`src/mtag_pkg.sv`:
```
// Tag and hart widths are fixed here because the packed request and entry structs depend on them.
package mtag_pkg;

    // ~~~~~~~~~~~~~~~~~~~~~~~~~~~~~~~~~~~~~~~~~~~~~~~~~~~~~~~~~~~~
    // Widths.
    // ~~~~~~~~~~~~~~~~~~~~~~~~~~~~~~~~~~~~~~~~~~~~~~~~~~~~~~~~~~~~

    // Width of a tagged pointer.
    localparam int XLEN = 32;

    // Number of harts sharing the tag memory.
    localparam int HARTS = 2;

    // Width of one tag memory word.
    localparam int TLEN = 16;

    // The tag field fills what the hart mask leaves of a word.
    localparam int PTAG_WIDTH = TLEN - HARTS;

    // Hart index width, never below one bit.
    localparam int HART_ID_WIDTH = (HARTS > 1) ? $clog2(HARTS) : 1;

    // ~~~~~~~~~~~~~~~~~~~~~~~~~~~~~~~~~~~~~~~~~~~~~~~~~~~~~~~~~~~~
    // Types.
    // ~~~~~~~~~~~~~~~~~~~~~~~~~~~~~~~~~~~~~~~~~~~~~~~~~~~~~~~~~~~~

    // Tagged pointer, tag in the top PTAG_WIDTH bits.
    typedef logic [XLEN-1:0] xlen_t;

    // Pointer tag.
    typedef logic [PTAG_WIDTH-1:0] ptag_t;

    // Index of a hart.
    typedef logic [HART_ID_WIDTH-1:0] hart_id_t;

    // One ownership bit per hart.
    typedef logic [HARTS-1:0] hart_mask_t;

    // One tag memory word.
    // Tag sits in the upper bits, the hart mask below it.
    typedef struct packed {
        ptag_t      tag;
        hart_mask_t harts;
    } tag_entry_t;

    // Request as captured from the bus.
    typedef struct packed {
        logic       we;     // Tag store when set, tag check when clear.
        xlen_t      ptr;    // Tagged pointer.
        hart_id_t   hart;   // Requesting hart.
        hart_mask_t mask;   // Ownership mask, only meaningful on a store.
    } mtag_req_t;

endpackage

```
`src/mtag_decode.sv`:
```
// Takes one Wishbone classic request at a time; STB is ignored until the result stage reports done.
`timescale 1ns/1ps

module mtag_decode
    import mtag_pkg::*;
(
    input  logic      clk_i,
    input  logic      rst_i,

    // Wishbone classic slave request side.
    input  logic      wb_cyc_i,
    input  logic      wb_stb_i,
    input  logic      wb_we_i,
    input  xlen_t     wb_adr_i,
    input  xlen_t     wb_dat_i,
    input  hart_id_t  hart_i,

    // End of the current access, from the result stage.
    input  logic      done_i,

    // Decoded request towards the checker.
    output mtag_req_t req_o,
    output logic      req_valid_o
);

    // ~~~~~~~~~~~~~~~~~~~~~~~~~~~~~~~~~~~~~~~~~~~~~~~~~~~~~~~~~~~~
    // Request FSM.
    // ~~~~~~~~~~~~~~~~~~~~~~~~~~~~~~~~~~~~~~~~~~~~~~~~~~~~~~~~~~~~

    typedef enum logic {
        IDLE,
        BUSY
    } state_t;

    state_t state;
    logic   accept;

    // A request is only taken while nothing is in flight.
    assign accept = (state == IDLE) && wb_cyc_i && wb_stb_i;

    always_ff @(posedge clk_i) begin
        if (rst_i) begin
            state       <= IDLE;
            req_valid_o <= 1'b0;
        end else begin
            // Strobe for the tag memory lasts one cycle.
            req_valid_o <= accept;
            case (state)
                IDLE: begin
                    if (accept) begin
                        state <= BUSY;
                    end
                end
                BUSY: begin
                    // Held here through the ACK or ERR cycle.
                    if (done_i) begin
                        state <= IDLE;
                    end
                end
                default: state <= IDLE;
            endcase
        end
    end

    // Request payload.
    // Stays stable while BUSY so that later stages can read it.
    always_ff @(posedge clk_i) begin
        if (accept) begin
            req_o.we   <= wb_we_i;
            req_o.ptr  <= wb_adr_i;
            req_o.hart <= hart_i;
            req_o.mask <= wb_dat_i[HARTS-1:0];
        end
    end

    // The result stage only finishes an access that decode started.
    a_done_only_when_busy: assert property (
        @(posedge clk_i) disable iff (rst_i)
        done_i |-> (state == BUSY)
    );

endmodule

```
`src/mtag_chk.sv`:
```
// Combinational checker; err_o is only meaningful while tmem_ack_i is high and never set on a store.
`timescale 1ns/1ps

module mtag_chk
    import mtag_pkg::*;
#(
    // Granule size as a shift, 2**GRANULARITY bytes per tag.
    parameter int GRANULARITY = 2,
    // Byte address bits that reach the tag memory.
    parameter int ADR_WIDTH = 10,
    localparam int TADR_WIDTH = ADR_WIDTH - GRANULARITY
) (
    // Start of an access, one cycle.
    input  logic                  ena_i,
    input  mtag_req_t             req_i,

    // Tag memory master port.
    output logic                  tmem_re_o,
    output logic                  tmem_we_o,
    output logic [TADR_WIDTH-1:0] tmem_adr_o,
    output tag_entry_t            tmem_dat_o,
    input  tag_entry_t            tmem_dat_i,
    input  logic                  tmem_ack_i,

    // Tag or hart mismatch.
    output logic                  err_o
);

    // ~~~~~~~~~~~~~~~~~~~~~~~~~~~~~~~~~~~~~~~~~~~~~~~~~~~~~~~~~~~~
    // Pointer fields.
    // ~~~~~~~~~~~~~~~~~~~~~~~~~~~~~~~~~~~~~~~~~~~~~~~~~~~~~~~~~~~~

    logic [ADR_WIDTH-1:0] mem_adr;
    ptag_t                ptr_tag;

    // Low bits address bytes, top bits carry the tag.
    assign mem_adr = req_i.ptr[ADR_WIDTH-1:0];
    assign ptr_tag = req_i.ptr[XLEN-1 -: PTAG_WIDTH];

    // ~~~~~~~~~~~~~~~~~~~~~~~~~~~~~~~~~~~~~~~~~~~~~~~~~~~~~~~~~~~~
    // Tag memory access.
    // ~~~~~~~~~~~~~~~~~~~~~~~~~~~~~~~~~~~~~~~~~~~~~~~~~~~~~~~~~~~~

    always_comb begin
        tmem_re_o  = 1'b0;
        tmem_we_o  = 1'b0;
        tmem_adr_o = '0;
        tmem_dat_o = '0;

        if (ena_i) begin
            // One entry per granule.
            tmem_adr_o = TADR_WIDTH'(mem_adr >> GRANULARITY);
            if (req_i.we) begin
                tmem_we_o        = 1'b1;
                tmem_dat_o.tag   = ptr_tag;
                tmem_dat_o.harts = req_i.mask;
            end else begin
                tmem_re_o = 1'b1;
            end
        end
    end

    // ~~~~~~~~~~~~~~~~~~~~~~~~~~~~~~~~~~~~~~~~~~~~~~~~~~~~~~~~~~~~
    // Check.
    // ~~~~~~~~~~~~~~~~~~~~~~~~~~~~~~~~~~~~~~~~~~~~~~~~~~~~~~~~~~~~

    // Read data is valid only with the acknowledge.
    // The request is still held by decode at that point.
    always_comb begin
        err_o = 1'b0;
        if (tmem_ack_i && !req_i.we) begin
            // Hart ownership first.
            if (!tmem_dat_i.harts[req_i.hart]) begin
                err_o = 1'b1;
            end else if (tmem_dat_i.tag != ptr_tag) begin
                // Then the stored tag against the pointer tag.
                err_o = 1'b1;
            end
        end
    end

endmodule

```
`src/mtag_store.sv`:
```
// Entries are not initialised; a granule must be stored before it is checked.
`timescale 1ns/1ps

module mtag_store
    import mtag_pkg::*;
#(
    parameter int GRANULARITY = 2,
    parameter int ADR_WIDTH = 10,
    localparam int TADR_WIDTH = ADR_WIDTH - GRANULARITY
) (
    input  logic                  clk_i,
    input  logic                  rst_i,

    // Tag memory slave port.
    input  logic                  tmem_re_i,
    input  logic                  tmem_we_i,
    input  logic [TADR_WIDTH-1:0] tmem_adr_i,
    input  tag_entry_t            tmem_dat_i,
    output tag_entry_t            tmem_dat_o,
    output logic                  tmem_ack_o
);

    // ~~~~~~~~~~~~~~~~~~~~~~~~~~~~~~~~~~~~~~~~~~~~~~~~~~~~~~~~~~~~
    // Storage.
    // ~~~~~~~~~~~~~~~~~~~~~~~~~~~~~~~~~~~~~~~~~~~~~~~~~~~~~~~~~~~~

    // One word per granule.
    localparam int DEPTH = 2 ** TADR_WIDTH;

    tag_entry_t mem [DEPTH];

    // Single port, registered read.
    always_ff @(posedge clk_i) begin
        if (tmem_we_i) begin
            mem[tmem_adr_i] <= tmem_dat_i;
        end else if (tmem_re_i) begin
            tmem_dat_o <= mem[tmem_adr_i];
        end
    end

    // ~~~~~~~~~~~~~~~~~~~~~~~~~~~~~~~~~~~~~~~~~~~~~~~~~~~~~~~~~~~~
    // Acknowledge.
    // ~~~~~~~~~~~~~~~~~~~~~~~~~~~~~~~~~~~~~~~~~~~~~~~~~~~~~~~~~~~~

    // One cycle, lined up with the read data.
    always_ff @(posedge clk_i) begin
        if (rst_i) begin
            tmem_ack_o <= 1'b0;
        end else begin
            tmem_ack_o <= tmem_re_i || tmem_we_i;
        end
    end

    // The checker never reads and writes at once.
    a_no_read_write: assert property (
        @(posedge clk_i) disable iff (rst_i)
        !(tmem_re_i && tmem_we_i)
    );

    // The port stays quiet while an acknowledge is out.
    a_no_strobe_during_ack: assert property (
        @(posedge clk_i) disable iff (rst_i)
        tmem_ack_o |-> !(tmem_re_i || tmem_we_i)
    );

endmodule

```
`src/mtag_result.sv`:
```
// ACK or ERR lasts one cycle; only the first fault is recorded, the count saturates at 255.
`timescale 1ns/1ps

module mtag_result
    import mtag_pkg::*;
(
    input  logic      clk_i,
    input  logic      rst_i,

    // From the tag memory and the checker.
    input  logic      tmem_ack_i,
    input  logic      chk_err_i,
    input  mtag_req_t req_i,

    // Wishbone response.
    output logic      wb_ack_o,
    output logic      wb_err_o,

    // Releases decode.
    output logic      done_o,

    // Fault record.
    output logic      fault_valid_o,
    output xlen_t     fault_adr_o,
    output hart_id_t  fault_hart_o,
    output logic [7:0] fault_cnt_o
);

    // ~~~~~~~~~~~~~~~~~~~~~~~~~~~~~~~~~~~~~~~~~~~~~~~~~~~~~~~~~~~~
    // Bus response.
    // ~~~~~~~~~~~~~~~~~~~~~~~~~~~~~~~~~~~~~~~~~~~~~~~~~~~~~~~~~~~~

    logic fault;

    // A mismatch seen with the tag memory acknowledge.
    assign fault = tmem_ack_i && chk_err_i;

    always_ff @(posedge clk_i) begin
        if (rst_i) begin
            wb_ack_o <= 1'b0;
            wb_err_o <= 1'b0;
            done_o   <= 1'b0;
        end else begin
            wb_ack_o <= tmem_ack_i && !chk_err_i;
            wb_err_o <= fault;
            // Same cycle as the response.
            done_o   <= tmem_ack_i;
        end
    end

    // ~~~~~~~~~~~~~~~~~~~~~~~~~~~~~~~~~~~~~~~~~~~~~~~~~~~~~~~~~~~~
    // Fault record.
    // ~~~~~~~~~~~~~~~~~~~~~~~~~~~~~~~~~~~~~~~~~~~~~~~~~~~~~~~~~~~~

    // Valid flag and fault count.
    always_ff @(posedge clk_i) begin
        if (rst_i) begin
            fault_valid_o <= 1'b0;
            fault_cnt_o   <= '0;
        end else if (fault) begin
            fault_valid_o <= 1'b1;
            // Saturates.
            if (fault_cnt_o != 8'hff) begin
                fault_cnt_o <= fault_cnt_o + 8'd1;
            end
        end
    end

    // First fault wins.
    // Later faults leave pointer and hart as they are.
    always_ff @(posedge clk_i) begin
        if (fault && !fault_valid_o) begin
            fault_adr_o  <= req_i.ptr;
            fault_hart_o <= req_i.hart;
        end
    end

    // Exactly one response per access, one cycle long.
    a_resp_one_cycle: assert property (
        @(posedge clk_i) disable iff (rst_i)
        (wb_ack_o || wb_err_o) |=> !(wb_ack_o || wb_err_o)
    );

    // A tag store always completes; the checker only flags checks.
    a_store_never_err: assert property (
        @(posedge clk_i) disable iff (rst_i)
        wb_err_o |-> !req_i.we
    );

endmodule

```
`src/mtag_unit.sv`:
```
// Serves one request at a time, ACK or ERR two edges after acceptance; no data memory behind it.
`timescale 1ns/1ps

module mtag_unit
    import mtag_pkg::*;
#(
    parameter int GRANULARITY = 2,
    parameter int ADR_WIDTH = 10
) (
    input  logic       clk_i,
    input  logic       rst_i,

    // Wishbone classic slave.
    input  logic       wb_cyc_i,
    input  logic       wb_stb_i,
    input  logic       wb_we_i,
    input  xlen_t      wb_adr_i,
    input  xlen_t      wb_dat_i,
    output logic       wb_ack_o,
    output logic       wb_err_o,

    // Requesting hart, sampled with the request.
    input  hart_id_t   hart_i,

    // Fault record.
    output logic       fault_valid_o,
    output xlen_t      fault_adr_o,
    output hart_id_t   fault_hart_o,
    output logic [7:0] fault_cnt_o
);

    // Tag memory index width.
    localparam int TADR_WIDTH = ADR_WIDTH - GRANULARITY;

    // ~~~~~~~~~~~~~~~~~~~~~~~~~~~~~~~~~~~~~~~~~~~~~~~~~~~~~~~~~~~~
    // Internal wiring.
    // ~~~~~~~~~~~~~~~~~~~~~~~~~~~~~~~~~~~~~~~~~~~~~~~~~~~~~~~~~~~~

    mtag_req_t             req;
    logic                  req_valid;
    logic                  done;
    logic                  chk_err;

    // Tag memory port.
    logic                  tmem_re;
    logic                  tmem_we;
    logic [TADR_WIDTH-1:0] tmem_adr;
    tag_entry_t            tmem_wdat;
    tag_entry_t            tmem_rdat;
    logic                  tmem_ack;

    // Decode, request capture.
    mtag_decode i_decode (
        .clk_i       (clk_i),
        .rst_i       (rst_i),
        .wb_cyc_i    (wb_cyc_i),
        .wb_stb_i    (wb_stb_i),
        .wb_we_i     (wb_we_i),
        .wb_adr_i    (wb_adr_i),
        .wb_dat_i    (wb_dat_i),
        .hart_i      (hart_i),
        .done_i      (done),
        .req_o       (req),
        .req_valid_o (req_valid)
    );

    // Execute, checker.
    mtag_chk #(
        .GRANULARITY (GRANULARITY),
        .ADR_WIDTH   (ADR_WIDTH)
    ) i_chk (
        .ena_i      (req_valid),
        .req_i      (req),
        .tmem_re_o  (tmem_re),
        .tmem_we_o  (tmem_we),
        .tmem_adr_o (tmem_adr),
        .tmem_dat_o (tmem_wdat),
        .tmem_dat_i (tmem_rdat),
        .tmem_ack_i (tmem_ack),
        .err_o      (chk_err)
    );

    // Execute, tag store.
    mtag_store #(
        .GRANULARITY (GRANULARITY),
        .ADR_WIDTH   (ADR_WIDTH)
    ) i_store (
        .clk_i      (clk_i),
        .rst_i      (rst_i),
        .tmem_re_i  (tmem_re),
        .tmem_we_i  (tmem_we),
        .tmem_adr_i (tmem_adr),
        .tmem_dat_i (tmem_wdat),
        .tmem_dat_o (tmem_rdat),
        .tmem_ack_o (tmem_ack)
    );

    // Result, bus response and fault record.
    mtag_result i_result (
        .clk_i         (clk_i),
        .rst_i         (rst_i),
        .tmem_ack_i    (tmem_ack),
        .chk_err_i     (chk_err),
        .req_i         (req),
        .wb_ack_o      (wb_ack_o),
        .wb_err_o      (wb_err_o),
        .done_o        (done),
        .fault_valid_o (fault_valid_o),
        .fault_adr_o   (fault_adr_o),
        .fault_hart_o  (fault_hart_o),
        .fault_cnt_o   (fault_cnt_o)
    );

endmodule

```
`config.mk`:
```
export PLATFORM = sky130hd
export DESIGN_NAME = mtag_unit
export DESIGN_NICKNAME = d
export VERILOG_FILES = /design/src/mtag_pkg.sv /design/src/mtag_decode.sv /design/src/mtag_chk.sv /design/src/mtag_store.sv /design/src/mtag_result.sv /design/src/mtag_unit.sv
export SDC_FILE = /design/constraint.sdc
export NUM_CORES = 2
export LEC_CHECK = 0
export BUFFER_PORTS_ARGS = -buffer_cell sky130_fd_sc_hd__buf_2
export CAP_MARGIN = 25
export CORE_MARGIN = 2
export CORE_UTILIZATION = 30
export DETAILED_ROUTE_END_ITERATION = 10
export HOLD_SLACK_MARGIN = 0.08
export PLACE_DENSITY_LB_ADDON = 0.05
export SYNTH_ARGS = -nofsm -noshare
export SYNTH_HDL_FRONTEND = slang
export SYNTH_SLANG_ARGS = --single-unit
```
`constraint.sdc`:
```
create_clock -name clk_i -period 5 [get_ports clk_i]
set_input_delay 0.75 -clock clk_i [delete_from_list [all_inputs] [get_ports clk_i]]
set_output_delay 0.75 -clock clk_i [all_outputs]
set_load 0.05 [all_outputs]
```
==> impl_metrics.toml <==
[status]
status = "completed"

[floorplan]
dieArea_sq_mm = 0.524
start_util_pct = 30.1
die_x_microns = 724
io_pins = 114
core_sq_mm = 0.516
rows = 264
fp.dieH_microns = 724

[global_routing]
grt_pass1_wl_microns = 888000
grt-ovfl-total = 0
antenna_found_initial = 71
grt_max_degree = 140
grt_pass1_vias = 92000
grt_use_total_pct = 25.1

[timing]
drv_slew = 0
layout_min_cycle_time_ns = 4.88
finalSetupViolCount = 0
slew_headroom_pct = 12.8
final.setup_skew_ns = 0.0962
fin_ws_ns = 0.122
timing.fmax_mhz = 205
tightest_slew_ns = 1.31
rsz0062_at_grt = "false"
hold_viol_final = 0
finalCritPeriodShare_pct = 97.6

[route]
finalWirelength_microns = 674000
viasPerCell = 5.59
vias = 95500
ant_nets = 0
first_iter_violations = 11800
detail_route.wl_per_cell_microns = 39.5
drt-pass1-iter-count = 8
drcViolationCount = 0

[final_layout]
final_nets = 9796
area_growth_pct = 21.8
post-route-util_pct = 36.6
drive_gt1_share_pct = 22.2

[logic_synthesis]
synth_top_cell_area_share_pct = 80.8
ys_types = 79
synthXorXnorAreaFrac_pct = 0.118
syn_area_sq_mm = 0.155
synthArstFlopShare_pct = 0
synth.top_cells.by_area = "edfxtp_1 81%, a22oi_1 5.5%, a22o_1 2.1%"
ys_seq_area_share_pct = 81.0
ys_warn_count = 0
syn_inst = 8624
synth_edf_count = 4181
synth.mux.area_fraction_pct = 0.536
synth_seq_cells = 4196
synth_compound_area_share_pct = 14.1
syn_area_per_cell_sq_um = 18.0
yosys.area_share.adder_pct = 0.00805
yosys.area.top_type = "edfxtp_1"
ys.flop_type = "edfxtp_1"
synth_fp_nets = 8695
yosys.area_share.simple_pct = 2.47
synth_top_family_by_area = "compound AO/OA/AOI/OAI gates"

[placed_design]
dp_hpwl_microns = 437000
routabilityCongestion = 0.874
pre_cts_ws_ns = 0.162
port_buffers = 83

[critical_path]
startpoint_type = "flip-flop"
crit_type = "flip-flop to flip-flop"
required_ns = 5.80
end_kind = "flip-flop"
arrival_ns = 5.68
r2r_slack_ns = 0.12
cp_max_fo = 17

[clock_tree]
clk_pin_slew_ns = 0.06
cts.repair.resized = 0
clk_latency_ns = 1.06
clk_path_buf_depth = 4
ctsRootBufferMaster = "clkbuf_16"
htree_levels = 5
cts.sinks = 4196
cts_buffers = 472
cts_tree = "yes"

[power]
total_leakage_power_uw = 0.0541
pwr_density_cell_mw_per_mm2 = 390
peakVddDrop_uv = 319

[flow_run]
maxCapViolCount = 0

[worst_hold_path]
hold_class = "flip-flop to flip-flop"
logic make-up (layout without fill, tap and decap cells):
family                   count (synthesis)  count (layout)
adder cells (fa/ha/maj)                  1               1
other                                    0              33
multiplexers                            70              70
AND/OR/NAND/NOR                        785             785
AO/OA/AOI/OAI                         2884            2884
flip-flops                            4196            4196
buffers and inverters                  667            2180
XOR/XNOR                                21              21
layout make-up:
class / instances / area (sq um)
Antenna cell: 33 / 82.6
Timing Repair Buffer: 1278 / 12000
Tap cell: 6916 / 8650
Multi-Input combinational cell: 3761 / 27800
Fill cell: 48100 / 327000
Clock buffer: 613 / 12400
Clock inverter: 273 / 2370
Sequential cell: 4196 / 126000
Inverter: 16 / 60.1
cells in the mapped netlist, types with 13 or more instances:
library cell / number
nor3_1: 60
o22a_1: 179
nor4_1: 96
nand4_1: 33
a22o_1: 377
nor2_1: 322
buf_2: 209
edfxtp_1: 4181
a221oi_1: 371
nor2b_1: 13
nand2_1: 98
nand4b_1: 16
a211oi_1: 25
o22ai_1: 175
or4_1: 20
clkbuf_1: 286
a222oi_1: 13
o21ai_0: 53
dfxtp_1: 15
inv_1: 16
and3_1: 24
buf_1: 149
mux2i_1: 45
a22oi_1: 1140
a21oi_1: 244
nand3_1: 53
mux2_2: 16
o32ai_1: 35
a31oi_1: 172
xnor2_1: 15
worst max-delay path, cell delays in order (launching register included):
cell      delay (ns)
edfxtp_1        0.68
and3b_4         0.47
buf_12          0.26
buf_4           0.23
buf_4           0.21
a22o_1          0.23
a221oi_1        0.64
o22ai_1         0.18
nor4_1          0.88
buf_4           0.36
o22ai_1         0.11
a211o_1         0.32
per-layer routing:
layer  up-vias  global-route usage, %  part of all wire [%]
li1      38900                      -                     -
met1     51800                   35.6                    44
met3       816                   3.97                   6.8
met2      3950                   39.7                    46
met4        16                   7.58                   3.4
met5         -                      0                 0.017
state kept, by name, summed over array words and instances, names as in the netlist:
name / flops
i_result.fault_adr_o: 32
i_result.wb_ack_o: 1
i_decode.req_o: 36
i_result.fault_hart_o: 1
i_result.fault_valid_o: 1
i_result.fault_cnt_o: 8
i_decode.req_valid_o: 1
i_store.tmem_ack_o: 1
i_result.done_o: 1
i_result.wb_err_o: 1
i_store.tmem_dat_o: 16
i_store.mem: 4096
i_decode.state: 1
metrics by stage:
| step | instances | cell area [sq um] | TNS, ns | hold WS, ns | total power (uW) |
|---|---|---|---|---|---|
| CTS | 17100 | 189000 | 0 | 0.343 | 74400 |
| detailed placement | 16100 | 174000 | 0 | 0.406 | 40900 |
| floorplan | 8624 | 155000 | -403.20 | 0.400 | 39800 |
| global placement | 16100 | 174000 | -0.225 | 0.403 | 40900 |
| finish | 17100 | 189000 | 0 | 0.414 | 73700 |
| global route | 17100 | 189000 | 0 | 0.395 | 75700 |
worst paths after layout:
kind                                                 end                from  cells past startpoint
worst max-delay path               i_store.tmem_dat_o[0]   i_decode.req_o[6]                     11
worst max register to register     i_store.tmem_dat_o[0]   i_decode.req_o[6]                     11
worst min register to register  i_result.fault_adr_o[10]  i_decode.req_o[13]                      0
worst min-delay path            i_result.fault_adr_o[10]  i_decode.req_o[13]                      0
power breakdown:
part | internal, uW | switching [uW]
clock network | 19000 | 14500
logic | 565 | 1300
registers | 38300 | 41.9
cell usage in the layout (no fill, tap or decap), drive strengths merged, types with 20 or more instances in the layout:
master / instances
mux2i: 45
clkinv: 224
or4: 20
a22oi: 1140
and3: 24
o22a: 179
nor3: 60
o21ai: 55
nor4: 96
o22ai: 175
bufinv: 28
nand2: 98
nand3: 53
edfxtp: 4181
o32ai: 35
a21oi: 244
inv: 25
nor2: 322
diode: 33
clkbuf: 613
a22o: 377
buf: 1239
nand4: 33
dlygate4sd3: 39
a211oi: 25
a221oi: 371
a31oi: 172
timing repair:
action | 4_1_cts | 5_1_grt
setup buffers | 0 | 0
endpoints found under the hold margin | 50 | 0
hold buffers | 39 | 0
Power figures use the tool's default switching activity.
